==> src/hw/load_unit_pkg.sv <==
// ----------------------------------------------------------
// load unit package
// shared widths, vector types, load codes and port structs
// ----------------------------------------------------------

package load_unit_pkg;

    // ----------------------------------------------------------
    // widths
    // ----------------------------------------------------------

    // data path width of the integer pipeline
    localparam int unsigned XLEN = 64;
    // sv39 virtual address width
    localparam int unsigned VLEN = 39;
    // physical address width as delivered by the mmu
    localparam int unsigned PLEN = 56;
    // scoreboard entries are tracked with this many id bits
    localparam int unsigned TRANS_ID_BITS = 3;
    // the index covers the untranslated page offset
    localparam int unsigned DCACHE_INDEX_WIDTH = 12;
    // the tag holds the remaining physical address bits
    localparam int unsigned DCACHE_TAG_WIDTH = 44;

    // ----------------------------------------------------------
    // vector types
    // ----------------------------------------------------------

    typedef logic [XLEN-1:0]               xlen_t;
    typedef logic [VLEN-1:0]               vaddr_t;
    typedef logic [PLEN-1:0]               paddr_t;
    typedef logic [TRANS_ID_BITS-1:0]      trans_id_t;
    // the lower 12 bits are identical in the virtual and physical address
    typedef logic [11:0]                   page_offset_t;
    // position of the first byte within a 64-bit word
    typedef logic [2:0]                    byte_offset_t;
    typedef logic [DCACHE_INDEX_WIDTH-1:0] dcache_index_t;
    typedef logic [DCACHE_TAG_WIDTH-1:0]   dcache_tag_t;
    typedef logic [3:0]                    load_op_t;

    // ----------------------------------------------------------
    // load operation codes
    // ----------------------------------------------------------

    // full doubleword, no extension needed
    localparam load_op_t LD  = 4'd0;
    // word loads, signed and unsigned
    localparam load_op_t LW  = 4'd1;
    localparam load_op_t LWU = 4'd2;
    // halfword loads
    localparam load_op_t LH  = 4'd3;
    localparam load_op_t LHU = 4'd4;
    // byte loads
    localparam load_op_t LB  = 4'd5;
    localparam load_op_t LBU = 4'd6;

    // ----------------------------------------------------------
    // port structs
    // ----------------------------------------------------------

    // load request as handed over from the issue stage
    typedef struct packed {
        trans_id_t  trans_id;
        vaddr_t     vaddr;
        load_op_t   op;
        logic [7:0] be;
    } load_req_t;

    // request towards the data cache
    // the index goes out first and the tag follows after the grant
    typedef struct packed {
        dcache_index_t address_index;
        dcache_tag_t   address_tag;
        logic          data_req;
        logic [7:0]    data_be;
        logic [1:0]    data_size;
        logic          kill_req;
        logic          tag_valid;
    } dcache_req_t;

    // response from the data cache
    typedef struct packed {
        logic  data_gnt;
        logic  data_rvalid;
        xlen_t data_rdata;
    } dcache_rsp_t;

endpackage

==> src/hw/load_ctrl_fsm.sv <==
// ----------------------------------------------------------
// load control FSM
// issues cache requests, retries tlb misses, kills on flush
// ----------------------------------------------------------

module load_ctrl_fsm (
    input  logic                    clk_i,
    input  logic                    rst_ni,
    input  logic                    flush_i,
    // request from issue
    input  logic                    valid_i,
    input  load_unit_pkg::load_req_t load_req_i,
    // translation and store checker results
    input  logic                    dtlb_hit_i,
    input  logic                    page_offset_matches_i,
    // cache handshake inputs
    input  logic                    data_gnt_i,
    input  logic                    data_rvalid_i,
    // control outputs
    output logic                    pop_ld_o,
    output logic                    translation_req_o,
    output logic                    data_req_o,
    output logic                    kill_req_o,
    output logic                    tag_valid_o,
    // retire towards writeback
    output logic                    valid_o,
    output load_unit_pkg::trans_id_t trans_id_o
);

    typedef enum logic [2:0] {
        IDLE,
        WAIT_PAGE_OFFSET,
        WAIT_GNT,
        SEND_TAG,
        ABORT_TRANSACTION,
        WAIT_TRANSLATION,
        WAIT_FLUSH
    } load_state_e;

    load_state_e state_d, state_q;

    // set in the states that may take a fresh request from issue
    logic accept_new;

    // id of the load whose data is expected next
    load_unit_pkg::trans_id_t trans_id_q;

    // ----------------------------------------------------------
    // next state and cache control
    // ----------------------------------------------------------

    always_comb begin
        state_d           = state_q;
        translation_req_o = 1'b0;
        data_req_o        = 1'b0;
        kill_req_o        = 1'b0;
        tag_valid_o       = 1'b0;
        pop_ld_o          = 1'b0;
        accept_new        = 1'b0;

        unique case (state_q)
            IDLE: begin
                accept_new = 1'b1;
            end

            // a pending store touches the same page offset so hold off
            // the cache request until the store checker clears
            WAIT_PAGE_OFFSET: begin
                if (!page_offset_matches_i) begin
                    state_d = WAIT_GNT;
                end
            end

            // keep both the translation and the cache request up until
            // the arbiter grants us
            WAIT_GNT: begin
                translation_req_o = 1'b1;
                data_req_o        = 1'b1;
            end

            // the tag for the granted index goes out here
            // the next load can already be started in this cycle
            SEND_TAG: begin
                tag_valid_o = 1'b1;
                state_d     = IDLE;
                accept_new  = 1'b1;
            end

            // the translation missed after the grant so the cache slot is
            // released with a kill instead of a tag
            ABORT_TRANSACTION: begin
                kill_req_o  = 1'b1;
                tag_valid_o = 1'b1;
                state_d     = WAIT_TRANSLATION;
            end

            // give the page table walker time and retry once the tlb hits
            WAIT_TRANSLATION: begin
                translation_req_o = 1'b1;
                if (dtlb_hit_i) begin
                    state_d = WAIT_GNT;
                end
            end

            // cancel whatever is outstanding at the cache after a flush
            WAIT_FLUSH: begin
                kill_req_o  = 1'b1;
                tag_valid_o = 1'b1;
                state_d     = IDLE;
            end

            default: begin
                state_d = IDLE;
            end
        endcase

        // new request from issue
        // the translation is started early even if the offset check
        // may still stall us, which keeps the mmu path short
        if (accept_new && valid_i) begin
            translation_req_o = 1'b1;
            if (page_offset_matches_i) begin
                state_d = WAIT_PAGE_OFFSET;
            end else begin
                data_req_o = 1'b1;
                // without a grant this becomes a wait, overridden below
                state_d    = WAIT_GNT;
            end
        end

        // a granted request either proceeds to the tag cycle or has to
        // be aborted because the physical address is not known yet
        if (data_req_o && data_gnt_i) begin
            if (dtlb_hit_i) begin
                state_d  = SEND_TAG;
                pop_ld_o = 1'b1;
            end else begin
                state_d = ABORT_TRANSACTION;
            end
        end

        // flush wins over everything else
        if (flush_i) begin
            state_d = WAIT_FLUSH;
        end
    end

    // ----------------------------------------------------------
    // retire
    // ----------------------------------------------------------

    // returned data is dropped while a kill is on the port or the unit
    // is flushing, since it belongs to a cancelled load
    assign valid_o = data_rvalid_i && (state_q != WAIT_FLUSH) && !kill_req_o;

    assign trans_id_o = trans_id_q;

    // ----------------------------------------------------------
    // registers
    // ----------------------------------------------------------

    always_ff @(posedge clk_i or negedge rst_ni) begin
        if (!rst_ni) begin
            state_q <= IDLE;
        end else begin
            state_q <= state_d;
        end
    end

    // the id follows the request that was last handed to the cache
    always_ff @(posedge clk_i or negedge rst_ni) begin
        if (!rst_ni) begin
            trans_id_q <= '0;
        end else if (pop_ld_o) begin
            trans_id_q <= load_req_i.trans_id;
        end
    end

endmodule

==> src/hw/load_result_align.sv <==
// ----------------------------------------------------------
// load result aligner
// shifts the cache word by the byte offset and extends it
// ----------------------------------------------------------

module load_result_align (
    input  logic                        clk_i,
    input  logic                        rst_ni,
    // capture strobe from the control FSM
    input  logic                        pop_i,
    input  load_unit_pkg::load_op_t     op_i,
    input  load_unit_pkg::byte_offset_t offset_i,
    // raw word from the cache
    input  load_unit_pkg::xlen_t        rdata_i,
    output load_unit_pkg::xlen_t        result_o
);

    // operation captured at issue
    load_unit_pkg::load_op_t     op_q;
    load_unit_pkg::byte_offset_t offset_q;
    // precomputed sign selection
    logic                        signed_d, signed_q;
    load_unit_pkg::byte_offset_t idx_d, idx_q;

    load_unit_pkg::xlen_t                 shifted_data;
    logic [load_unit_pkg::XLEN/8-1:0]     sign_bits;
    logic                                 sign_bit;

    // ----------------------------------------------------------
    // capture at pop
    // ----------------------------------------------------------

    // only the signed variants pull in the sign bit
    assign signed_d = op_i inside {load_unit_pkg::LW, load_unit_pkg::LH, load_unit_pkg::LB};

    // the sign lives in the top byte of the loaded item
    // which is three bytes above the offset for a word and one for a half
    always_comb begin
        if (op_i inside {load_unit_pkg::LW, load_unit_pkg::LWU}) begin
            idx_d = offset_i + 3'd3;
        end else if (op_i inside {load_unit_pkg::LH, load_unit_pkg::LHU}) begin
            idx_d = offset_i + 3'd1;
        end else begin
            idx_d = offset_i;
        end
    end

    always_ff @(posedge clk_i or negedge rst_ni) begin
        if (!rst_ni) begin
            op_q     <= load_unit_pkg::LD;
            offset_q <= '0;
            signed_q <= 1'b0;
            idx_q    <= '0;
        end else if (pop_i) begin
            op_q     <= op_i;
            offset_q <= offset_i;
            signed_q <= signed_d;
            idx_q    <= idx_d;
        end
    end

    // ----------------------------------------------------------
    // realign and extend
    // ----------------------------------------------------------

    // move the addressed byte down to bit 0
    assign shifted_data = rdata_i >> {offset_q, 3'b000};

    // msb of every byte lane, so the sign can be picked without waiting
    // for the shifter
    always_comb begin
        for (int unsigned i = 0; i < load_unit_pkg::XLEN / 8; i++) begin
            sign_bits[i] = rdata_i[8*i+7];
        end
    end

    // unsigned loads always extend with zeros
    assign sign_bit = signed_q & sign_bits[idx_q];

    always_comb begin
        unique case (op_q)
            load_unit_pkg::LW, load_unit_pkg::LWU: begin
                result_o = {{(load_unit_pkg::XLEN - 32){sign_bit}}, shifted_data[31:0]};
            end
            load_unit_pkg::LH, load_unit_pkg::LHU: begin
                result_o = {{(load_unit_pkg::XLEN - 16){sign_bit}}, shifted_data[15:0]};
            end
            load_unit_pkg::LB, load_unit_pkg::LBU: begin
                result_o = {{(load_unit_pkg::XLEN - 8){sign_bit}}, shifted_data[7:0]};
            end
            default: begin
                result_o = shifted_data;
            end
        endcase
    end

endmodule

==> src/hw/load_unit.sv <==
// ----------------------------------------------------------
// load unit
// load path between issue, mmu, data cache and writeback
// ----------------------------------------------------------

module load_unit (
    input  logic                          clk_i,
    input  logic                          rst_ni,
    input  logic                          flush_i,
    // issue port
    input  logic                          valid_i,
    input  load_unit_pkg::load_req_t      load_req_i,
    output logic                          pop_ld_o,
    // address translation
    output logic                          translation_req_o,
    output load_unit_pkg::vaddr_t         vaddr_o,
    input  load_unit_pkg::paddr_t         paddr_i,
    input  logic                          dtlb_hit_i,
    // store address checker
    output load_unit_pkg::page_offset_t   page_offset_o,
    input  logic                          page_offset_matches_i,
    // data cache port
    input  load_unit_pkg::dcache_rsp_t    dcache_rsp_i,
    output load_unit_pkg::dcache_req_t    dcache_req_o,
    // writeback
    output logic                          valid_o,
    output load_unit_pkg::trans_id_t      trans_id_o,
    output load_unit_pkg::xlen_t          result_o
);

    logic       pop;
    logic       data_req;
    logic       kill_req;
    logic       tag_valid;
    logic [1:0] data_size;

    // ----------------------------------------------------------
    // address feed-through
    // ----------------------------------------------------------

    // the mmu and the store checker both look at the untranslated request
    assign vaddr_o       = load_req_i.vaddr;
    assign page_offset_o = load_req_i.vaddr[11:0];

    // the index comes straight from the page offset, the tag from the
    // translation that arrives in the same cycle as the hit
    assign dcache_req_o.address_index =
        load_req_i.vaddr[load_unit_pkg::DCACHE_INDEX_WIDTH-1:0];
    assign dcache_req_o.address_tag =
        paddr_i[load_unit_pkg::DCACHE_TAG_WIDTH + load_unit_pkg::DCACHE_INDEX_WIDTH - 1 :
                load_unit_pkg::DCACHE_INDEX_WIDTH];
    assign dcache_req_o.data_be = load_req_i.be;

    // transfer size as log2 of the byte count
    always_comb begin
        unique case (load_req_i.op)
            load_unit_pkg::LW, load_unit_pkg::LWU: data_size = 2'b10;
            load_unit_pkg::LH, load_unit_pkg::LHU: data_size = 2'b01;
            load_unit_pkg::LB, load_unit_pkg::LBU: data_size = 2'b00;
            default:                               data_size = 2'b11;
        endcase
    end

    assign dcache_req_o.data_size = data_size;

    // control fields come from the FSM
    assign dcache_req_o.data_req  = data_req;
    assign dcache_req_o.kill_req  = kill_req;
    assign dcache_req_o.tag_valid = tag_valid;

    assign pop_ld_o = pop;

    // ----------------------------------------------------------
    // submodules
    // ----------------------------------------------------------

    load_ctrl_fsm i_load_ctrl_fsm (
        .clk_i                 (clk_i),
        .rst_ni                (rst_ni),
        .flush_i               (flush_i),
        .valid_i               (valid_i),
        .load_req_i            (load_req_i),
        .dtlb_hit_i            (dtlb_hit_i),
        .page_offset_matches_i (page_offset_matches_i),
        .data_gnt_i            (dcache_rsp_i.data_gnt),
        .data_rvalid_i         (dcache_rsp_i.data_rvalid),
        .pop_ld_o              (pop),
        .translation_req_o     (translation_req_o),
        .data_req_o            (data_req),
        .kill_req_o            (kill_req),
        .tag_valid_o           (tag_valid),
        .valid_o               (valid_o),
        .trans_id_o            (trans_id_o)
    );

    load_result_align i_load_result_align (
        .clk_i    (clk_i),
        .rst_ni   (rst_ni),
        .pop_i    (pop),
        .op_i     (load_req_i.op),
        .offset_i (load_req_i.vaddr[2:0]),
        .rdata_i  (dcache_rsp_i.data_rdata),
        .result_o (result_o)
    );

endmodule

==> config.mk <==
export PLATFORM = sky130hd
export DESIGN_NAME = load_unit
export DESIGN_NICKNAME = d
export VERILOG_FILES = /design/src/hw/load_unit_pkg.sv /design/src/hw/load_ctrl_fsm.sv /design/src/hw/load_result_align.sv /design/src/hw/load_unit.sv
export SDC_FILE = /design/constraint.sdc
export NUM_CORES = 1
export LEC_CHECK = 0
export ABC_AREA = 1
export BUFFER_PORTS_ARGS = -buffer_cell sky130_fd_sc_hd__buf_2
export CAP_MARGIN = 10
export CORE_AREA = 4 4 141 143
export CTS_CLUSTER_SIZE = 8
export DETAILED_ROUTE_END_ITERATION = 8
export DIE_AREA = 0 0 145 147
export HOLD_SLACK_MARGIN = 0.03
export PLACE_DENSITY_LB_ADDON = 0.15
export SLEW_MARGIN = 15
export SYNTH_ARGS = -nofsm -noshare
export SYNTH_HDL_FRONTEND = slang
export SYNTH_HIERARCHICAL = 1
export SYNTH_SLANG_ARGS = --single-unit
==> constraint.sdc <==
create_clock -name clk_i -period 2.21 [get_ports clk_i]
set_input_delay 0.221 -clock clk_i [delete_from_list [all_inputs] [get_ports clk_i]]
set_output_delay 0.221 -clock clk_i [all_outputs]
set_load 0.02 [all_outputs]
* Word-level counts from Yosys, hierarchy flattened
Cells that the tools add are included.
** Cells by class
- Add/sub/neg operators :: 2
- Magnitude comparators :: 1
- Eq/ne operators :: 22
- Shift operators :: 1
- Mux-type cells :: 24
- Bitwise logic cells :: 1
- Reductions and logical operators :: 21
** Operators by type and width (number)
- $pmux 64 s3 :: 1
- $shr 64x6->64 :: 1
- $eq 4x3->1 const B :: 6
- $mux 3 :: 8
- $reduce_or 2->1 :: 10
- $eq 4x2->1 const B :: 4
- $pmux 3 s4 :: 1
- $mux 1 :: 11
- $ne 5x3->1 const B :: 2
- $eq 3x3->1 const B :: 3
- $eq 4x1->1 const B :: 2
- $eq 3x2->1 const B :: 2
- $pmux 2 s3 :: 1
- $logic_and 1x1->1 :: 4
- $lt 3x4->1 const B :: 1
- $ne 4x1->1 const B :: 1
- $reduce_bool 2->1 :: 2
- $add 3x1->3 const B :: 1
- $add 3x2->3 const B :: 1
- $bmux 1 s3 :: 1
- $eq 3x1->1 const B :: 1
- $logic_not 3->1 :: 1
- $ne 3x3->1 const B :: 1
- $reduce_and 3->1 :: 1
- 5 further kinds :: 5
** Word-level totals
- Register bits :: 17
- Output and inout port bits :: 190
- Logic and storage cells :: 78

* Longest topological paths before layout
- Depth after elaboration :: 8
- Gate-level depth with buffers :: 11
- Mapped depth without buffers :: 10

* Modules after synthesis
The synthesis kept the hierarchy.
** By module, submodules not included
- load_result_align :: times used 1, cells each 591, area each 2859.0 sq um, seq. area each 275.3 sq um
- load_unit :: times used 1, cells each 128, area each 927.1 sq um, seq. area each 0.0 sq um
- load_ctrl_fsm :: times used 1, cells each 65, area each 447.9 sq um, seq. area each 150.1 sq um

* Worst setup path after synthesis
Ideal clock, no wire load.
- Kind :: flip-flop to output port
- Start :: register i_load_result_align.offset_q[0]
- End :: output result_o[3]
- Data arrival time :: 1.466 ns
- Path slack :: 0.523 ns
- Cell stages (with the launch flop) :: 8
- Path through :: dfrtp_1 > buf_4 > inv_2 > buf_2 > nand2_1 > nand2_1 > o21ai_0 > o21ai_0
** On the way
- Cells in the longest elaborated chain, start to end :: 2
** Ends and longest elaborated chain
- start, declared :: line load_result_align.sv:20 : load_unit_pkg::byte_offset_t offset_q;
- start signal, assigned :: line load_result_align.sv:56 : offset_q <= offset_i;
- $shr 64x6->64 :: line load_result_align.sv:67 : assign shifted_data = rdata_i >> {offset_q, 3'b000};
- $pmux 64 s3 :: line load_result_align.sv:81 : unique case (op_q)
- end, declared :: line load_unit.sv:28 : output load_unit_pkg::xlen_t result_o
Every way passes these cells.

* Worst setup path after layout
- Start :: register i_load_result_align.offset_q[0]
- End :: output result_o[7]
The elaborated chain is that of the path after synthesis.

==> flow_summary.toml <==
[setup_path]
timing.rr.start = "i_load_ctrl_fsm/state_q[0]$_DFFE_PN0P_"
critPathKind = "reg2out"
arrival_ns = 1.87
crit_chain = "buf_4 > o21ai_0 > o21ai_0 > o21ai_0 > buf_2"
critPathMostFrequentCell = "o21ai_0"
critPathMaxFanout = 13
required_ns = 1.99
cpLargestDelayFamily = "compound AO/OA/AOI/OAI gates"
cp_slowest_stage_delay_ns = 0.44
crit_start = "i_load_result_align/offset_q[0]$_DFFE_PN0P_"
path_buf_inv = 2
cp_slowest_cell = "dfrtp_2"
cp-end-kind = "output pin"
cp-start-kind = "register"

[placed_design]
dp_hpwl_mm = 13.43
port_buffers = 165
place_area_um2 = 4437
place_ws_ns = 0.1490
gp_congestion = 0.8593
numPlacedInstances = 1039

[global_routing]
grt_max_degree = 66
first_global_vias = 4863
antenna_found_initial = 3
track_usage = 0.1475
overflow = 0
grt_pass1_wl_mm = 25.65

[routing]
postRouteAntennaNets = 0
dr.pass1.iters = 4
post-route-drc-count = 0
wirelength_mm = 16.63
vias = 4761
drt-initial-drc-count = 145
wl_per_cell_um = 15.87
vias_per_cell = 4.543

[sta]
hold_viol = 0
slew_viol_final = 0
clock_skew_ns = 0.004581
worst_pin_slew_ns = 0.5089
rsz0062_at_grt = "false"
fmax_mhz = 479.0
fin_crit_sh = 0.9447
fin_setup_tns_ns = 0
slew_headroom = 0.6604
timing.final.ws_setup_ns = 0.1222
setup_violations = 0
post-route-min-period_ns = 2.088

[worst_hold_path]
hp-start = "load_req_i[53]"
min_path_type = "in2reg"

[synth]
yosys_warnings = 6
ys_async_sr_fraction = 1.000
ys_ff_latch = 17
avgSynthCellArea_um2 = 5.401
synth.area.top_cells = "nand2_1 29%, buf_4 23%, dfrtp_1 10%, nand3_1 7.0%, o21ai_0 6.1%"
synth_top_area_cell = "nand2_1"
syn_nets = 968
yosysUniqueCellTypes = 33
synth-edff-count = 0
synth_top_area_frac = 0.2908
syn_inst = 784
yosysSeqAreaShare = 0.1005
synth_flop_cell = "dfrtp_1"
synth_area_um2 = 4234

[final_layout]
fin_cells = 1048
drive_above_1_share = 0.2743
syn2layout_area_growth_pct = 8.924
final_cell_area_um2 = 4612
ff_latch_area_um2 = 429.2
nets = 998
multi_input_area_um2 = 2529
fill_cells = 2222

[clocking]
cts_sinks = 17
cts_root_buffer = "clkbuf_16"
worstSkewPairLatency_ns = 0.25
clk_pin_slew_worst_paths_ns = 0.06
clk_path_buf_depth = 2
htreeDepth = 1
cts_buffers = 3
cts_tree = "done"

[die]
initial_utilization = 0.2279
ioPinCount = 372
core_um2 = 18580
fp.dieArea_um2 = 21320
fp-row-count = 50
die_h_um = 147
die_w_um = 145

[power_and_ir_drop]
power_density_nw_per_um2 = 1811
vdd_drop_max_v = 0.0004580
p_leak_nw = 2.763

[run]
drv_cap = 0

[run_status]
status = "complete, no violations"
per-layer routing:
layer  vias to the layer above  part of all wire  global-route usage
met5                         -            0.0016                   0
met4                         4             0.018             0.03563
met3                        38             0.075             0.03393
met2                       177              0.52              0.2862
met1                      2125              0.39              0.1620
li1                       2417                 -                   -
cell type report:
type,count,share of cell area
Clock inverter,1,0.001628
Tap cell,234,0.06348
Sequential cell,17,0.09305
Inverter,48,0.04042
Antenna cell,1,0.0005426
Multi-Input combinational cell,559,0.5483
Clock buffer,3,0.01628
Timing Repair Buffer,185,0.2363
worst min-delay path: stages:
cell,delay (ns)
buf_2,0.07
nand2_1,0.04
nand2_1,0.04
logic make-up (layout without fill, tap and decap cells):
| family | after synthesis | count (layout) | synth area share |
|---|---|---|---|
| simple gates | 469 | 470 | 0.4645 |
| buf+inv | 209 | 237 | 0.3073 |
| compound gates | 87 | 87 | 0.1218 |
| flops | 17 | 17 | 0.1005 |
| fa+ha+maj | 2 | 2 | 0.005909 |
| other cells | 0 | 1 | 0 |
repair_timing:
action | CTS | global route
hold buffers | 1 | 0
setup buffers | 0 | 2
setup endpoints to repair | 21 | 53
cloned | 0 | 1
gates resized for setup | 2 | 16
hold endpoints to repair | 17 | 0
pin swaps | 0 | 1
power breakdown:
part,internal [mW],switching [mW],total (mW)
registers,0.464,0.204,0.668
clock network,0.244,0.128,0.372
logic,2.41,4.91,7.31
total,3.12,5.24,8.35
worst paths after layout:
check	to	slack [ns]	cells past startpoint
setup / recovery	result_o[7]	0.12	5
hold / removal	i_load_ctrl_fsm/trans_id_o[2]$_DFFE_PN0P_	0.16	3
setup reg to reg	i_load_result_align/signed_q$_DFFE_PN0P_	0.42	9
hold reg to reg	i_load_ctrl_fsm/trans_id_o[2]$_DFFE_PN0P_	0.48	2
max in group asynchronous	i_load_result_align/offset_q[1]$_DFFE_PN0P_	1.47	2
min in group asynchronous	i_load_result_align/signed_q$_DFFE_PN0P_	0.43	2
cells in the mapped netlist (2+ instances only):
| cell type | instances |
|---|---|
| buf_2 | 14 |
| buf_1 | 2 |
| o211ai_1 | 23 |
| nand4_1 | 3 |
| nand3_2 | 3 |
| a21oi_1 | 4 |
| nand2_4 | 2 |
| buf_4 | 129 |
| o21ai_1 | 4 |
| nor2_2 | 2 |
| o21ai_0 | 52 |
| nand3_1 | 59 |
| buf_6 | 2 |
| nand2_2 | 4 |
| inv_1 | 42 |
| nor2_1 | 55 |
| nand4_2 | 2 |
| ha_1 | 2 |
| nand2_1 | 328 |
| dfrtp_1 | 17 |
| inv_2 | 5 |
| clkbuf_1 | 14 |
| or2_2 | 6 |
cells in the final DEF, fill, tap and decap left out, types with 8 or more instances in the layout:
| cell | n |
|---|---|
| nand3_1 | 58 |
| buf_12 | 8 |
| buf_2 | 165 |
| o21ai_0 | 47 |
| inv_1 | 41 |
| dfrtp_1 | 14 |
| o211ai_1 | 23 |
| nor2_1 | 55 |
| buf_4 | 9 |
| o21ai_1 | 9 |
| nand2_1 | 328 |
registers in the layout, indices dropped and copies added, names as in the netlist:
name	cells
i_load_result_align/op_q	4
i_load_ctrl_fsm/state_q	3
i_load_ctrl_fsm/trans_id_o	3
i_load_result_align/idx_q	3
i_load_result_align/offset_q	3
i_load_result_align/signed_q	1
through the flow:
stage,hold WS (ns),utilization,power [mW]
2_1_floorplan,-0.07459,-,5.869
3_3_place_gp,0.1865,0.2388,7.962
4_1_cts,0.1579,0.2442,8.362
3_5_place_dp,0.1811,0.2388,7.945
5_1_grt,0.1724,0.2482,9.254
6_report,0.1620,0.2482,8.354
Note: power is estimated with default switching activity, not from simulation.
